==> src/rtl/memPkg.sv <==
// widths, ram depth, operation codes, fsm codes, bus responses and the memWord union
package memPkg;

    // basic widths
    localparam int wordSize  = 32;
    localparam int halfSize  = 16;
    localparam int byteSize  = 8;
    localparam int laneCount = wordSize / byteSize;  // byte lanes per word

    // ram geometry
    localparam int ramDepthLog2 = 8;                 // word address bits
    localparam int ramDepth     = 1 << ramDepthLog2;
    localparam int byteAddrW    = ramDepthLog2 + 2;  // byte address bits

    // memory op codes with the top bit marking a store
    localparam logic [3:0] opLoadWord  = 4'b0000;
    localparam logic [3:0] opLoadHalfU = 4'b0010;
    localparam logic [3:0] opLoadHalf  = 4'b0011;
    localparam logic [3:0] opLoadByteU = 4'b0100;
    localparam logic [3:0] opLoadByte  = 4'b0101;
    localparam logic [3:0] opStoreByte = 4'b1000;
    localparam logic [3:0] opStoreHalf = 4'b1001;
    localparam logic [3:0] opStoreWord = 4'b1010;

    // lsu sequencer states
    localparam logic [1:0] lsuIdle      = 2'd0;
    localparam logic [1:0] lsuWaitGrant = 2'd1;
    localparam logic [1:0] lsuFinish    = 2'd2;

    // the only axi response ever returned
    localparam logic [1:0] respOkay = 2'b00;

    // one memory word with lane 0 as the low byte (little endian)
    typedef union packed {
        logic [wordSize-1:0]                  whole;
        logic [laneCount-1:0][byteSize-1:0]   bytes;   // bytes[byteSel]
        logic [1:0][halfSize-1:0]             halves;  // halves[byteSel[1]]
    } memWord;

endpackage
==> src/rtl/memArbiter.sv <==
// two-way round-robin onto the single ram port with read-data return
`timescale 1ns/1ps

module memArbiter (
    input  logic                            clk,
    input  logic                            rst,
    // core requester
    input  logic                            coreReq,
    input  logic                            coreWrite,
    input  logic [memPkg::ramDepthLog2-1:0] coreWordAddr,
    input  logic [memPkg::wordSize-1:0]     coreWdata,
    input  logic [memPkg::laneCount-1:0]    coreBe,
    output logic                            coreGrant,
    output logic                            coreRvalid,
    output logic [memPkg::wordSize-1:0]     coreRdata,
    // host requester
    input  logic                            hostReq,
    input  logic                            hostWrite,
    input  logic [memPkg::ramDepthLog2-1:0] hostWordAddr,
    input  logic [memPkg::wordSize-1:0]     hostWdata,
    input  logic [memPkg::laneCount-1:0]    hostBe,
    output logic                            hostGrant,
    output logic                            hostRvalid,
    output logic [memPkg::wordSize-1:0]     hostRdata,
    // ram port
    output logic                            ramEn,
    output logic [memPkg::laneCount-1:0]    ramWe,
    output logic [memPkg::ramDepthLog2-1:0] ramAddr,
    output logic [memPkg::wordSize-1:0]     ramWdata,
    input  logic [memPkg::wordSize-1:0]     ramRdata
);

    logic lastHost;  // host took the last grant so core wins the next tie

    assign coreGrant = coreReq && (!hostReq || lastHost);
    assign hostGrant = hostReq && !coreGrant;

    // ram driven by the winner
    assign ramEn    = coreGrant || hostGrant;
    assign ramAddr  = coreGrant ? coreWordAddr : hostWordAddr;
    assign ramWdata = coreGrant ? coreWdata : hostWdata;
    assign ramWe    = coreGrant ? (coreWrite ? coreBe : '0) :
                      hostGrant ? (hostWrite ? hostBe : '0) : '0;

    // read data goes to both and rvalid marks the owner
    assign coreRdata = ramRdata;
    assign hostRdata = ramRdata;

    always_ff @(posedge clk) begin
        if (rst) begin
            lastHost   <= 1'b1;
            coreRvalid <= 1'b0;
            hostRvalid <= 1'b0;
        end else begin
            if (ramEn) lastHost <= hostGrant;
            coreRvalid <= coreGrant && !coreWrite;  // ram data lands next cycle
            hostRvalid <= hostGrant && !hostWrite;
        end
    end

endmodule

==> config.mk <==
export PLATFORM = sky130hd
export DESIGN_NAME = memArbiter
export DESIGN_NICKNAME = d
export VERILOG_FILES = /design/src/rtl/memPkg.sv /design/src/rtl/memArbiter.sv
export SDC_FILE = /design/constraint.sdc
export NUM_CORES = 1
export LEC_CHECK = 0
export ABC_AREA = 1
export ABC_CLOCK_PERIOD_IN_PS = 850
export BUFFER_PORTS_ARGS = -buffer_cell sky130_fd_sc_hd__buf_4
export CAP_MARGIN = 30
export CORE_AREA = 2 2 94 96
export CTS_BUF_LIST = sky130_fd_sc_hd__clkbuf_8 sky130_fd_sc_hd__clkbuf_16
export DETAILED_ROUTE_END_ITERATION = 12
export DIE_AREA = 0 0 96 98
export PLACE_DENSITY_LB_ADDON = 0.2
export SLEW_MARGIN = 30
export SYNTH_ARGS = -nofsm -noshare
export SYNTH_HDL_FRONTEND = slang
export SYNTH_SLANG_ARGS = --single-unit
export TNS_END_PERCENT = 10
==> constraint.sdc <==
create_clock -name clk -period 0.85 [get_ports clk]
set_clock_uncertainty 0.05 [all_clocks]
set_input_delay 0.0425 -clock clk [delete_from_list [all_inputs] [get_ports clk]]
set_output_delay 0.0425 -clock clk [all_outputs]
set_load 0.02 [all_outputs]
* After elaboration in Yosys (flattened, before gate mapping)
Index checks and enable logic that the tools add are counted.
** Storage, ports and cells
- Bits in registers :: 3
- Bits in latches :: 0
- Bits in writable memories :: 0
- Memory bits (read-only) :: 0
- Input bits :: 126
- Output and inout port bits :: 113
- Logic and storage cells :: 19
- Memories kept :: 0
** Cells by class
- $add $sub $neg :: 0
- $mul :: 0
- Div/mod/pow operators :: 0
- $lt $le $gt $ge :: 0
- Equality and inequality tests :: 0
- Shift operators :: 0
- Mux-type cells :: 6
- Bitwise gates (word level) :: 0
- Reduce and logical (&&, ||, !) cells :: 10
** Operators by type and width (count)
- 32-bit 2-to-1 mux :: 1
- 4-bit 2-to-1 mux :: 4
- 8-bit 2-to-1 mux :: 1
- 1-bit logical AND :: 4
- 1-bit logical NOT :: 4
- 1-bit logical OR :: 2

* Logic depth before layout (Yosys ltp)
Gate-level depths: netlist (run 1).
- Depth in word-level cells :: 7
- Gate-level depth with buffers :: 6
- Mapped depth without buffers :: 5

* Least setup slack after synthesis (run 1)
OpenSTA, ideal clock, no wires.
- Path kind :: register -> output
- Start :: reg lastHost
- End :: out ramAddr[1] (netlist name)
- Data arrival time :: 0.925 ns
- Setup slack :: -0.167 ns
- Stages on the path, launching flop included :: 7
- Path buffers :: 1
- Cell sequence :: dfxtp_1 inv_2 nand2_4 nand2_4 buf_6 nand2_1 nand2_1
** On the way
- Cells in the longest elaborated chain, start to end :: 3
** RTL lines
- from (decl) :: RTL line memArbiter.sv:33 : logic lastHost;
- from (signal assigned) :: RTL line memArbiter.sv:55 : if (ramEn) lastHost <= hostGrant;
- 1-bit logical OR :: RTL line memArbiter.sv:35 : assign coreGrant = coreReq && (!hostReq || lastHost);
- 1-bit logical AND :: RTL line memArbiter.sv:35
- 8-bit 2-to-1 mux :: RTL line memArbiter.sv:40 : assign ramAddr = coreGrant ? coreWordAddr : hostWordAddr;
- to (decl) :: RTL line memArbiter.sv:28 : output logic [memPkg::ramDepthLog2-1:0] ramAddr,
No other way between the ends.

* Worst setup path in the final report (run 1)
- Start :: reg lastHost
- End :: out ramWdata[27] (netlist name)
** On the way
- Cells in the longest elaborated chain, start to end :: 3
** RTL lines
- 1-bit logical OR :: RTL line memArbiter.sv:35
- 1-bit logical AND :: RTL line memArbiter.sv:35
- 32-bit 2-to-1 mux :: RTL line memArbiter.sv:41 : assign ramWdata = coreGrant ? coreWdata : hostWdata;
- to (decl) :: RTL line memArbiter.sv:29 : output logic [memPkg::wordSize-1:0] ramWdata,
No other way between the ends.

==> impl_metrics.xml, run 1 <==
<?xml version="1.0" encoding="UTF-8"?>
<metrics>
  <group name="floorplanning">
    <metric name="floorplan.io_pins" unit="">239</metric>
    <metric name="die_footprint" unit="um^2">9410</metric>
    <metric name="die_h" unit="um">98</metric>
    <metric name="placement_rows" unit="">34</metric>
    <metric name="coreArea" unit="um^2">8470</metric>
    <metric name="die_span_in_x" unit="um">96</metric>
    <metric name="initial_core_util" unit="%">15.9</metric>
  </group>
  <group name="critical_path">
    <metric name="cp.required" unit="ps">760</metric>
    <metric name="worst-r2r-setup-slack" unit="ps">-80</metric>
    <metric name="classification_of_the_worst_setup_path" unit="">flop to output port</metric>
    <metric name="crit_fanout" unit="">6</metric>
    <metric name="crit_path_end_kind" unit="">output port</metric>
    <metric name="worst_ep_arrival_time" unit="ps">1220</metric>
    <metric name="worst_setup_path_start_kind" unit="">flop</metric>
  </group>
  <group name="sta">
    <metric name="final_max_slew_viol_count" unit="">0</metric>
    <metric name="hold-worst-slack" unit="ps">-4.57</metric>
    <metric name="finalWorstSetupSlack" unit="ps">-458</metric>
    <metric name="final.period_utilization" unit="%">154</metric>
    <metric name="final_hold_viol_count" unit="">1</metric>
    <metric name="unrepaired_setup_endpoints_after_global_routing" unit="">yes</metric>
    <metric name="tns" unit="ps">-20110</metric>
    <metric name="fmax" unit="GHz">0.764</metric>
    <metric name="finalSetupViolations" unit="">50</metric>
    <metric name="final.min_clock_period" unit="ps">1310</metric>
    <metric name="slew_headroom" unit="%">87.2</metric>
    <metric name="tightestPinTransition" unit="ps">192</metric>
  </group>
  <group name="global_route">
    <metric name="global_route.usage.total" unit="%">9.67</metric>
    <metric name="antenna_found_initial" unit="">0</metric>
    <metric name="first_global_vias" unit="">1582</metric>
    <metric name="grt_max_degree" unit="">29</metric>
    <metric name="global_route_wire_length_before_repair" unit="mm">7.36</metric>
    <metric name="grt_remaining_overflow" unit="">0</metric>
  </group>
  <group name="logic_synthesis">
    <metric name="muxShareOfSynthArea" unit="%">0</metric>
    <metric name="synth_top_family_by_area" unit="">buffers and inverters</metric>
    <metric name="synth_top_area_cell" unit="">buf_4</metric>
    <metric name="compound_gate_fraction_of_synth_area" unit="%">1.95</metric>
    <metric name="postSynthRegisterBits" unit="">3</metric>
    <metric name="synth-adder-area-share" unit="%">0</metric>
    <metric name="yosys.area_share.simple" unit="%">46.3</metric>
    <metric name="synth.area.top_cells" unit="">buf_4 41%, nand2_1 27%, nand3_1 16%</metric>
    <metric name="synth_sequential_area_ratio" unit="%">4.45</metric>
    <metric name="syn-mean-instance-area" unit="um^2">5.57</metric>
    <metric name="synth.yosys.warnings" unit="">0</metric>
    <metric name="synth.top_cell.area_share" unit="%">40.6</metric>
    <metric name="netlist-cell-type-count" unit="">13</metric>
    <metric name="post_synth_instance_area" unit="um^2">1350</metric>
    <metric name="synthesis.instances" unit="">242</metric>
    <metric name="synth_fp_nets" unit="">368</metric>
    <metric name="synth-xor-area-share" unit="%">0</metric>
  </group>
  <group name="pwr">
    <metric name="cellLeakagePower" unit="nW">1.39</metric>
    <metric name="cellPowerDensity" unit="nW/um^2">880</metric>
    <metric name="worst_ir_drop_on_vdd" unit="mV">0.223</metric>
    <metric name="share_clk_of_total_power" unit="%">18.2</metric>
    <metric name="design_power_total" unit="W">0.00218</metric>
    <metric name="share_of_power_burned_in_combinational_logic" unit="%">74.7</metric>
    <metric name="cellInternalPower" unit="W">0.00131</metric>
    <metric name="share_of_power_burned_in_registers" unit="%">7.1</metric>
    <metric name="switchingPower" unit="W">0.000871</metric>
    <metric name="netSwitchingFraction" unit="%">39.9</metric>
  </group>
  <group name="placed_design">
    <metric name="port_buffers" unit="">142</metric>
    <metric name="globalplace.congestion" unit="">0.703</metric>
    <metric name="numPlacedInstances" unit="">425</metric>
    <metric name="dp_hpwl" unit="mm">4.19</metric>
  </group>
  <group name="status">
    <metric name="outcome" unit="">complete, but fails checks</metric>
    <metric name="violations_in_the_final_reports" unit="">negative hold slack, negative setup slack</metric>
  </group>
  <group name="cts">
    <metric name="cts_buffers" unit="">3</metric>
    <metric name="path_clk_slew" unit="ps">30</metric>
    <metric name="total_setup_buffers_inserted_after_cts" unit="">0</metric>
    <metric name="tritoncts" unit="">yes</metric>
    <metric name="htreeDepth" unit="">1</metric>
    <metric name="clock_latency" unit="ps">210</metric>
    <metric name="sink_count_of_the_clock_tree" unit="">3</metric>
    <metric name="cts_buffer_depth" unit="">2</metric>
    <metric name="root_buffer" unit="">clkbuf_8</metric>
  </group>
  <group name="layout">
    <metric name="final_core_utilization" unit="%">29.2</metric>
    <metric name="area_growth_from_synthesis_to_final_layout" unit="%">83.6</metric>
    <metric name="layout.cells.most_common" unit="">buf_4</metric>
    <metric name="n_antenna_cell" unit="">0</metric>
    <metric name="most-common-layout-cells" unit="">117 x buf_4, 54 x nand2_2, 43 x nand2_1</metric>
    <metric name="number_of_nets_in_the_layout" unit="">450</metric>
    <metric name="drive_above_1_share" unit="%">68.1</metric>
    <metric name="finalNonFillerCells" unit="">431</metric>
  </group>
  <group name="detailed_routing">
    <metric name="drt_pass1_iterations" unit="">4</metric>
    <metric name="routed-via-count" unit="">1706</metric>
    <metric name="drt_iter0_drc" unit="">35</metric>
    <metric name="number_of_routed_nets_with_antenna_violations" unit="">0</metric>
    <metric name="wl_per_cell" unit="um">12.6</metric>
    <metric name="viasPerCell" unit="">3.96</metric>
    <metric name="drt_drc_violations_left" unit="">0</metric>
    <metric name="routed_wirelength" unit="mm">5.42</metric>
  </group>
  <group name="run">
    <metric name="cap_viol_max_count" unit="">0</metric>
  </group>
  <group name="hold_path">
    <metric name="min_path_type" unit="">input port to flop</metric>
  </group>
</metrics>
-- timing repair --
action,in CTS,in global routing
hold endpoints to repair,1,0
resized for setup,31,17
pin swaps,3,1
setup endpoints to repair,50,50
cloned,0,2
-- flip-flops by register name, indices dropped and copies added, names as in the netlist --
signal	flops
hostRvalid	1
coreRvalid	1
lastHost	1
-- stage by stage --
stage	setup WS [ps]	instance area, um^2
after global routing	-520	2480
after floorplan	-105	1460
final	-458	2480
after detailed placement	-238	2210
after global placement	-224	2210
after CTS	-478	2360
-- worst paths after layout --
kind	to	depth (start not counted)	start
min	lastHost	3	rst
min reg2reg	lastHost	3	lastHost
max reg2reg	coreRvalid	5	lastHost
max	ramWdata[27]	7	lastHost
-- metal layers --
| layer | wire (um) | GRT usage, % | part of all wire (%) | up-vias |
|---|---|---|---|---|
| li1 | - | - | - | 848 |
| met1 | 1810 | 9.74 | 33 | 739 |
| met2 | 2900 | 18.6 | 54 | 96 |
| met3 | 542 | 1.62 | 10 | 23 |
| met4 | 169 | 4.51 | 3.1 | 0 |
| met5 | 0 | 0 | 0 | - |
-- synth_stat cells, drive strengths merged --
cell type,n
a21oi,2
buf,77
dfxtp,3
inv,12
nand2,100
nand3,44
nor2,2
o21ai,1
or2,1
-- final cells by class --
type,instances,area [um^2]
timing repair buffer,154,1370
tap,108,135
sequential,3,61.3
clock buffer,3,41.3
inverter,12,47.5
clock inverter,1,3.75
fill,933,5990
multi-input combinational,150,821
-- logic make-up after synthesis --
group	Yosys count
AOI/OAI and AO/OA	3
buffers and inverters	89
DFF	3
and+or+nand+nor	147
-- critical path, cell delays in order, from the launching register on --
cell     delay, ps
dfxtp_2        340
inv_4           50
nand2_8         90
nand2_8         80
buf_4          170
nand2_1         70
nand2_2         50
buf_4          150
-- power by group through the flow --
stage                     clock [W]  combinational, W  sequential, W
after floorplan                   0           0.00115       0.000161
after global placement            0           0.00147       0.000155
after detailed placement          0           0.00147       0.000156
after CTS                  0.000408           0.00157       0.000154
after global routing       0.000424           0.00174       0.000155
final                      0.000397           0.00163       0.000155
No activity file was read; power rests on OpenSTA's default activity.
==> run 2: changes to the inputs <==
- BUFFER_PORTS_ARGS: -buffer_cell sky130_fd_sc_hd__buf_4 -> -buffer_cell sky130_fd_sc_hd__buf_2
- CAP_MARGIN: 30 -> 20
- PLACE_DENSITY_LB_ADDON: 0.2 -> 0.1
==> run 2 against run 1 <==
Compared with the run above: the run ends with negative setup slack left; via count barely moved; maximum frequency rose by 0.19%; core utilization fell by 5.8 points; sequential share of layout area rose by 0.61 points; clock power barely moved; highest routed layer unchanged.
==> impl_metrics.xml, run 2 (same netlist as run 1, synthesis figures left out) <==
<?xml version="1.0" encoding="UTF-8"?>
<metrics>
  <group name="layout">
    <metric name="layout.cells.most_common" unit="">buf_2</metric>
    <metric name="most-common-layout-cells" unit="">111 x buf_2, 56 x nand2_1, 43 x nand3_1</metric>
    <metric name="drive_above_1_share" unit="%">63.7</metric>
    <metric name="filler_cell_count" unit="">1006</metric>
    <metric name="area_growth_from_synthesis_to_final_layout" unit="%">47.4</metric>
    <metric name="multiInputGateArea" unit="um^2">766</metric>
    <metric name="finalNonFillerCells" unit="">430</metric>
    <metric name="number_of_nets_in_the_layout" unit="">449</metric>
    <metric name="n_antenna_cell" unit="">0</metric>
    <metric name="reg.largest.list" unit="">coreRvalid x1, hostRvalid x1, lastHost x1</metric>
    <metric name="ff_latch_area" unit="um^2">61.3</metric>
  </group>
  <group name="pwr">
    <metric name="cellPowerDensity" unit="nW/um^2">931</metric>
    <metric name="worst_ir_drop_on_vdd" unit="mV">0.199</metric>
    <metric name="cellLeakagePower" unit="nW">1.24</metric>
  </group>
  <group name="floorplanning">
    <metric name="placement_rows" unit="">34</metric>
    <metric name="die_h" unit="um">98</metric>
    <metric name="initial_core_util" unit="%">15.9</metric>
    <metric name="die_span_in_x" unit="um">96</metric>
    <metric name="floorplan.io_pins" unit="">239</metric>
    <metric name="coreArea" unit="um^2">8470</metric>
    <metric name="die_footprint" unit="um^2">9410</metric>
  </group>
  <group name="run">
    <metric name="cap_viol_max_count" unit="">0</metric>
  </group>
  <group name="detailed_routing">
    <metric name="wl_per_cell" unit="um">11.5</metric>
    <metric name="routed-via-count" unit="">1707</metric>
    <metric name="drt_drc_violations_left" unit="">0</metric>
    <metric name="viasPerCell" unit="">3.97</metric>
    <metric name="drt_iter0_drc" unit="">41</metric>
    <metric name="routed_wirelength" unit="mm">4.95</metric>
    <metric name="number_of_routed_nets_with_antenna_violations" unit="">0</metric>
    <metric name="drt_pass1_iterations" unit="">3</metric>
  </group>
  <group name="critical_path">
    <metric name="max_stage_delay" unit="ps">310</metric>
    <metric name="timing.critical_path.cells" unit="">inv_2, nand2_4, nand2_4, buf_12, nand2_1, nand2_2, buf_2</metric>
    <metric name="cp_slowest_cell" unit="">dfxtp_2</metric>
    <metric name="classification_of_the_worst_setup_path" unit="">flop to output port</metric>
    <metric name="cp.required" unit="ps">760</metric>
    <metric name="worst_ep_arrival_time" unit="ps">1210</metric>
    <metric name="cpLargestDelayFamily" unit="">buffers and inverters</metric>
    <metric name="critical_path_buffer_and_inverter_count" unit="">3</metric>
    <metric name="worst_path_most_repeated_cell" unit="">nand2_4</metric>
    <metric name="worst_setup_path_start_kind" unit="">flop</metric>
    <metric name="crit_path_end_kind" unit="">output port</metric>
    <metric name="crit_fanout" unit="">18</metric>
  </group>
  <group name="sta">
    <metric name="final.min_clock_period" unit="ps">1310</metric>
    <metric name="fmax" unit="GHz">0.766</metric>
    <metric name="final_hold_viol_count" unit="">0</metric>
    <metric name="slew_headroom" unit="%">86.5</metric>
    <metric name="finalWorstSetupSlack" unit="ps">-456</metric>
    <metric name="unrepaired_setup_endpoints_after_global_routing" unit="">yes</metric>
    <metric name="final.period_utilization" unit="%">154</metric>
    <metric name="tightestPinTransition" unit="ps">202</metric>
    <metric name="finalSetupViolations" unit="">49</metric>
    <metric name="final_max_slew_viol_count" unit="">0</metric>
  </group>
  <group name="cts">
    <metric name="total_setup_buffers_inserted_after_cts" unit="">0</metric>
    <metric name="root_buffer" unit="">clkbuf_8</metric>
    <metric name="cts_buffers" unit="">3</metric>
    <metric name="htreeDepth" unit="">1</metric>
    <metric name="cts_buffer_depth" unit="">2</metric>
    <metric name="path_clk_slew" unit="ps">30</metric>
    <metric name="tritoncts" unit="">yes</metric>
    <metric name="ctsHoldBuffers" unit="">0</metric>
    <metric name="sink_count_of_the_clock_tree" unit="">3</metric>
    <metric name="clock_latency" unit="ps">220</metric>
  </group>
  <group name="global_route">
    <metric name="grt_max_degree" unit="">34</metric>
    <metric name="global_route.usage.total" unit="%">9.87</metric>
    <metric name="global_route_wire_length_before_repair" unit="mm">7.51</metric>
    <metric name="grt_remaining_overflow" unit="">0</metric>
    <metric name="first_global_vias" unit="">1651</metric>
    <metric name="antenna_found_initial" unit="">0</metric>
  </group>
  <group name="placed_design">
    <metric name="numPlacedInstances" unit="">426</metric>
    <metric name="globalplace.congestion" unit="">0.768</metric>
    <metric name="place_ws" unit="ps">-249</metric>
    <metric name="dp_hpwl" unit="mm">4.09</metric>
    <metric name="port_buffers" unit="">142</metric>
  </group>
  <group name="hold_path">
    <metric name="min_path_type" unit="">input port to flop</metric>
  </group>
  <group name="status">
    <metric name="violations_in_the_final_reports" unit="">negative setup slack</metric>
    <metric name="outcome" unit="">complete, but fails checks</metric>
  </group>
</metrics>
## run 2: changes by cell type in the layout (fill, tap and decap cells not counted), moves of 13 or more
cell	delta
buf_4	-83
buf_2	+111
nand2_1	+13
buf_6	-26
nand2_2	-13
## run 2: worst register-to-register path: cells and delay by family, from the launching register on
family | cells | cell delay, ps
buffers and inverters | 2 | 230
flip-flops | 1 | 310
AND/OR/NAND/NOR | 3 | 230
## run 2: repair_timing
| item | in CTS | in global routing |
|---|---|---|
| setup endpoints to repair | 49 | 50 |
| pin swaps | 5 | 1 |
| resized for setup | 27 | 10 |
## run 2: cell type report
type,count,area share (%)
timing repair buffer,153,47.1
inverter,12,2.27
clock inverter,1,0.189
sequential,3,3.08
tap,108,6.80
multi-input combinational,150,38.5
clock buffer,3,2.08
## run 2: layer usage
layer | wire [um] | global-route usage [%] | up-vias
li1 | - | - | 845
met1 | 1620 | 9.47 | 731
met2 | 2580 | 19.0 | 103
met3 | 582 | 2.16 | 28
met4 | 164 | 5.05 | 0
met5 | 0 | 0 | -
## run 2: report_power, final
group / switching, W / internal [W] / leakage [nW]
sequential: 0.00000301 / 0.000150 / 0.0245
clock: 0.0000931 / 0.000307 / 0.0269
combinational: 0.000713 / 0.000584 / 1.19
## run 2: path summary, 6_finish.rpt
check	startpoint	end	slack (ps)	cells past startpoint
hold reg to reg	lastHost	lastHost	530	3
setup / recovery	lastHost	ramWdata[17]	-460	7
setup reg to reg	lastHost	coreRvalid	-70	5
hold / removal	rst	lastHost	20	3
## run 2: through the flow
stage	instance area, um^2	power (W)	setup TNS [ps]	util [%]	hold slack [ps]
after floorplan	1460	0.00131	-4370	-	92.1
final	1990	0.00185	-19770	23.5	16.0
after detailed placement	1850	0.00138	-10430	21.8	35.2
after CTS	1960	0.00186	-20930	23.2	11.8
after global placement	1850	0.00139	-10240	21.8	35.2
after global routing	1990	0.00200	-23570	23.5	26.3
==> run 3: changes to the inputs <==
- BUFFER_PORTS_ARGS: -buffer_cell sky130_fd_sc_hd__buf_2 -> -buffer_cell sky130_fd_sc_hd__clkbuf_2
==> run 3 against run 2 <==
Compared with the run above: total power rose by 17%; largest power group unchanged; highest routed layer unchanged; the run still ends with negative setup slack left; largest cell class unchanged; flip-flop and latch count unchanged; combinational power increased by 25%; global-route usage is 0.26 points higher.
==> impl_metrics.xml, run 3 (same netlist as run 1, synthesis figures left out) <==
<?xml version="1.0" encoding="UTF-8"?>
<metrics>
  <group name="status">
    <metric name="outcome" unit="">complete, but fails checks</metric>
    <metric name="violations_in_the_final_reports" unit="">negative setup slack</metric>
  </group>
  <group name="global_route">
    <metric name="antenna_found_initial" unit="">0</metric>
    <metric name="grt_max_degree" unit="">23</metric>
    <metric name="grt_remaining_overflow" unit="">0</metric>
    <metric name="global_route.usage.total" unit="%">10.1</metric>
    <metric name="global_route_wire_length_before_repair" unit="mm">7.60</metric>
    <metric name="first_global_vias" unit="">1659</metric>
  </group>
  <group name="detailed_routing">
    <metric name="drt_iter0_drc" unit="">15</metric>
    <metric name="viasPerCell" unit="">4.00</metric>
    <metric name="drt_pass1_iterations" unit="">3</metric>
    <metric name="wl_met1" unit="mm">1.80</metric>
    <metric name="number_of_routed_nets_with_antenna_violations" unit="">0</metric>
    <metric name="drt_drc_violations_left" unit="">0</metric>
    <metric name="met2WireLength" unit="mm">2.92</metric>
    <metric name="maxUsedRoutingLayer" unit="">met4</metric>
    <metric name="routed-via-count" unit="">1726</metric>
    <metric name="wl_per_cell" unit="um">12.4</metric>
    <metric name="wl_met3" unit="um">525</metric>
    <metric name="routed_wirelength" unit="mm">5.35</metric>
  </group>
  <group name="critical_path">
    <metric name="worst_setup_path_start_kind" unit="">flop</metric>
    <metric name="critical_path_buffer_and_inverter_count" unit="">3</metric>
    <metric name="classification_of_the_worst_setup_path" unit="">flop to output port</metric>
    <metric name="reg2reg_to" unit="">coreRvalid</metric>
    <metric name="cp.required" unit="ps">760</metric>
    <metric name="worst_path_most_repeated_cell" unit="">nand2_8</metric>
    <metric name="worst-r2r-cell-count" unit="">5</metric>
    <metric name="r2r_start" unit="">lastHost</metric>
    <metric name="crit_fanout" unit="">18</metric>
    <metric name="crit_path_end_kind" unit="">output port</metric>
    <metric name="worst_ep_arrival_time" unit="ps">1240</metric>
    <metric name="timing.critical_path.cells" unit="">inv_4, nand2_8, nand2_8, buf_12, nand2_1, nand2_2, clkbuf_8</metric>
    <metric name="worst-r2r-setup-slack" unit="ps">-100</metric>
    <metric name="cp_slowest_cell" unit="">dfxtp_2</metric>
    <metric name="cpLargestDelayFamily" unit="">buffers and inverters</metric>
    <metric name="max_stage_delay" unit="ps">340</metric>
  </group>
  <group name="hold_path">
    <metric name="worstHoldEndpoint" unit="">lastHost</metric>
    <metric name="min_path_type" unit="">input port to flop</metric>
    <metric name="hold_path.startpoint" unit="">rst</metric>
    <metric name="min_delay_path_depth" unit="">3</metric>
  </group>
  <group name="floorplanning">
    <metric name="placement_rows" unit="">34</metric>
    <metric name="die_span_in_x" unit="um">96</metric>
    <metric name="die_footprint" unit="um^2">9410</metric>
    <metric name="initial_core_util" unit="%">15.9</metric>
    <metric name="floorplan.io_pins" unit="">239</metric>
    <metric name="coreArea" unit="um^2">8470</metric>
    <metric name="die_h" unit="um">98</metric>
  </group>
  <group name="layout">
    <metric name="ff_latch_area" unit="um^2">61.3</metric>
    <metric name="number_of_nets_in_the_layout" unit="">451</metric>
    <metric name="final_area" unit="um^2">2400</metric>
    <metric name="multiInputGateArea" unit="um^2">853</metric>
    <metric name="reg.largest.list" unit="">coreRvalid x1, hostRvalid x1, lastHost x1</metric>
    <metric name="n_antenna_cell" unit="">0</metric>
    <metric name="area_growth_from_synthesis_to_final_layout" unit="%">78.2</metric>
    <metric name="layout.cells.most_common" unit="">clkbuf_2</metric>
    <metric name="final_core_utilization" unit="%">28.4</metric>
    <metric name="filler_cell_count" unit="">944</metric>
    <metric name="drive_above_1_share" unit="%">69.4</metric>
    <metric name="most-common-layout-cells" unit="">95 x clkbuf_2, 53 x nand2_2, 41 x nand3_1</metric>
  </group>
  <group name="sta">
    <metric name="tightestPinTransition" unit="ps">245</metric>
    <metric name="final_max_slew_viol_count" unit="">0</metric>
    <metric name="finalSetupViolations" unit="">50</metric>
    <metric name="unrepaired_setup_endpoints_after_global_routing" unit="">yes</metric>
    <metric name="slew_headroom" unit="%">83.7</metric>
    <metric name="final_hold_viol_count" unit="">0</metric>
    <metric name="finalWorstSetupSlack" unit="ps">-483</metric>
    <metric name="final.min_clock_period" unit="ps">1330</metric>
    <metric name="final.period_utilization" unit="%">157</metric>
    <metric name="fmax" unit="GHz">0.750</metric>
  </group>
  <group name="run">
    <metric name="cap_viol_max_count" unit="">0</metric>
  </group>
  <group name="pwr">
    <metric name="cellPowerDensity" unit="nW/um^2">902</metric>
    <metric name="worst_ir_drop_on_vdd" unit="mV">0.211</metric>
    <metric name="cellLeakagePower" unit="nW">1.40</metric>
  </group>
  <group name="cts">
    <metric name="root_buffer" unit="">clkbuf_8</metric>
    <metric name="sink_count_of_the_clock_tree" unit="">3</metric>
    <metric name="total_setup_buffers_inserted_after_cts" unit="">0</metric>
    <metric name="clock_latency" unit="ps">210</metric>
    <metric name="cts_buffer_depth" unit="">2</metric>
    <metric name="tritoncts" unit="">yes</metric>
    <metric name="path_clk_slew" unit="ps">30</metric>
    <metric name="cts_buffers" unit="">3</metric>
    <metric name="htreeDepth" unit="">1</metric>
    <metric name="ctsHoldBuffers" unit="">0</metric>
  </group>
  <group name="placed_design">
    <metric name="dpl_cell_area" unit="um^2">1840</metric>
    <metric name="dp_hpwl" unit="mm">3.90</metric>
    <metric name="port_buffers" unit="">142</metric>
    <metric name="globalplace.congestion" unit="">0.710</metric>
  </group>
</metrics>
-- run 3: changes by cell type in the layout (fill, tap and decap cells not counted), moves of 11 or more --
cell / change
nand2_1: -16
nand2_2: +12
buf_8: +11
clkbuf_2: +95
buf_2: -111
clkbuf_8: +20
buf_4: -21
-- run 3: through the flow --
| stage | TNS [ps] | hold slack, ps | setup slack [ps] | total power [W] | cells |
|---|---|---|---|---|---|
| global route | -24660 | 35.0 | -571 | 0.00233 | 432 |
| global placement | -12010 | 35.2 | -290 | 0.00138 | 425 |
| finish | -21380 | 31.8 | -483 | 0.00217 | 432 |
| CTS | -22210 | 27.7 | -517 | 0.00206 | 430 |
| detailed placement | -12130 | 35.2 | -300 | 0.00138 | 425 |
| floorplan | -4370 | 92.1 | -105 | 0.00131 | 242 |
-- run 3: worst max-delay path by stage --
stage | depth (start not counted) | endpoint | from | slack, ps
after global placement | 6 | ramWdata[31] | lastHost | -290
final | 7 | ramWdata[28] | lastHost | -480
after detailed placement | 6 | ramWdata[31] | lastHost | -300
after global routing | 7 | ramWdata[14] | lastHost | -570
after floorplan | 6 | ramWdata[24] | lastHost | -100
after CTS | 6 | ramAddr[2] | lastHost | -520
-- run 3: metal layers --
metal	track usage [%]	up-vias
li1	-	852
met5	0	-
met3	2.08	22
met1	9.93	752
met2	19.7	100
met4	4.51	0
-- run 3: worst min-delay path: stages --
cell and delay [ps]:
clkbuf_2 110, a21oi_1 40, o21ai_1 70
-- run 3: power by group --
part           internal [W]  switching (W)  total [W]
sequential         0.000150     0.00000497   0.000155
combinational      0.000821       0.000801    0.00162
clock              0.000306      0.0000839   0.000390
-- run 3: what timing repair did --
item | 4_1_cts | 5_1_grt
gates cloned | 1 | 2
resized for setup | 79 | 52
pin swaps | 4 | 1
hold endpoints to repair | 0 | 0
endpoints found under the setup margin | 50 | 50
-- run 3: final cells by class --
type / instances / share of cell area (%)
clock inverter: 1 / 0.156
tap: 108 / 5.62
inverter: 12 / 1.98
timing repair buffer: 155 / 52.5
sequential: 3 / 2.55
multi-input combinational: 150 / 35.5
clock buffer: 3 / 1.72
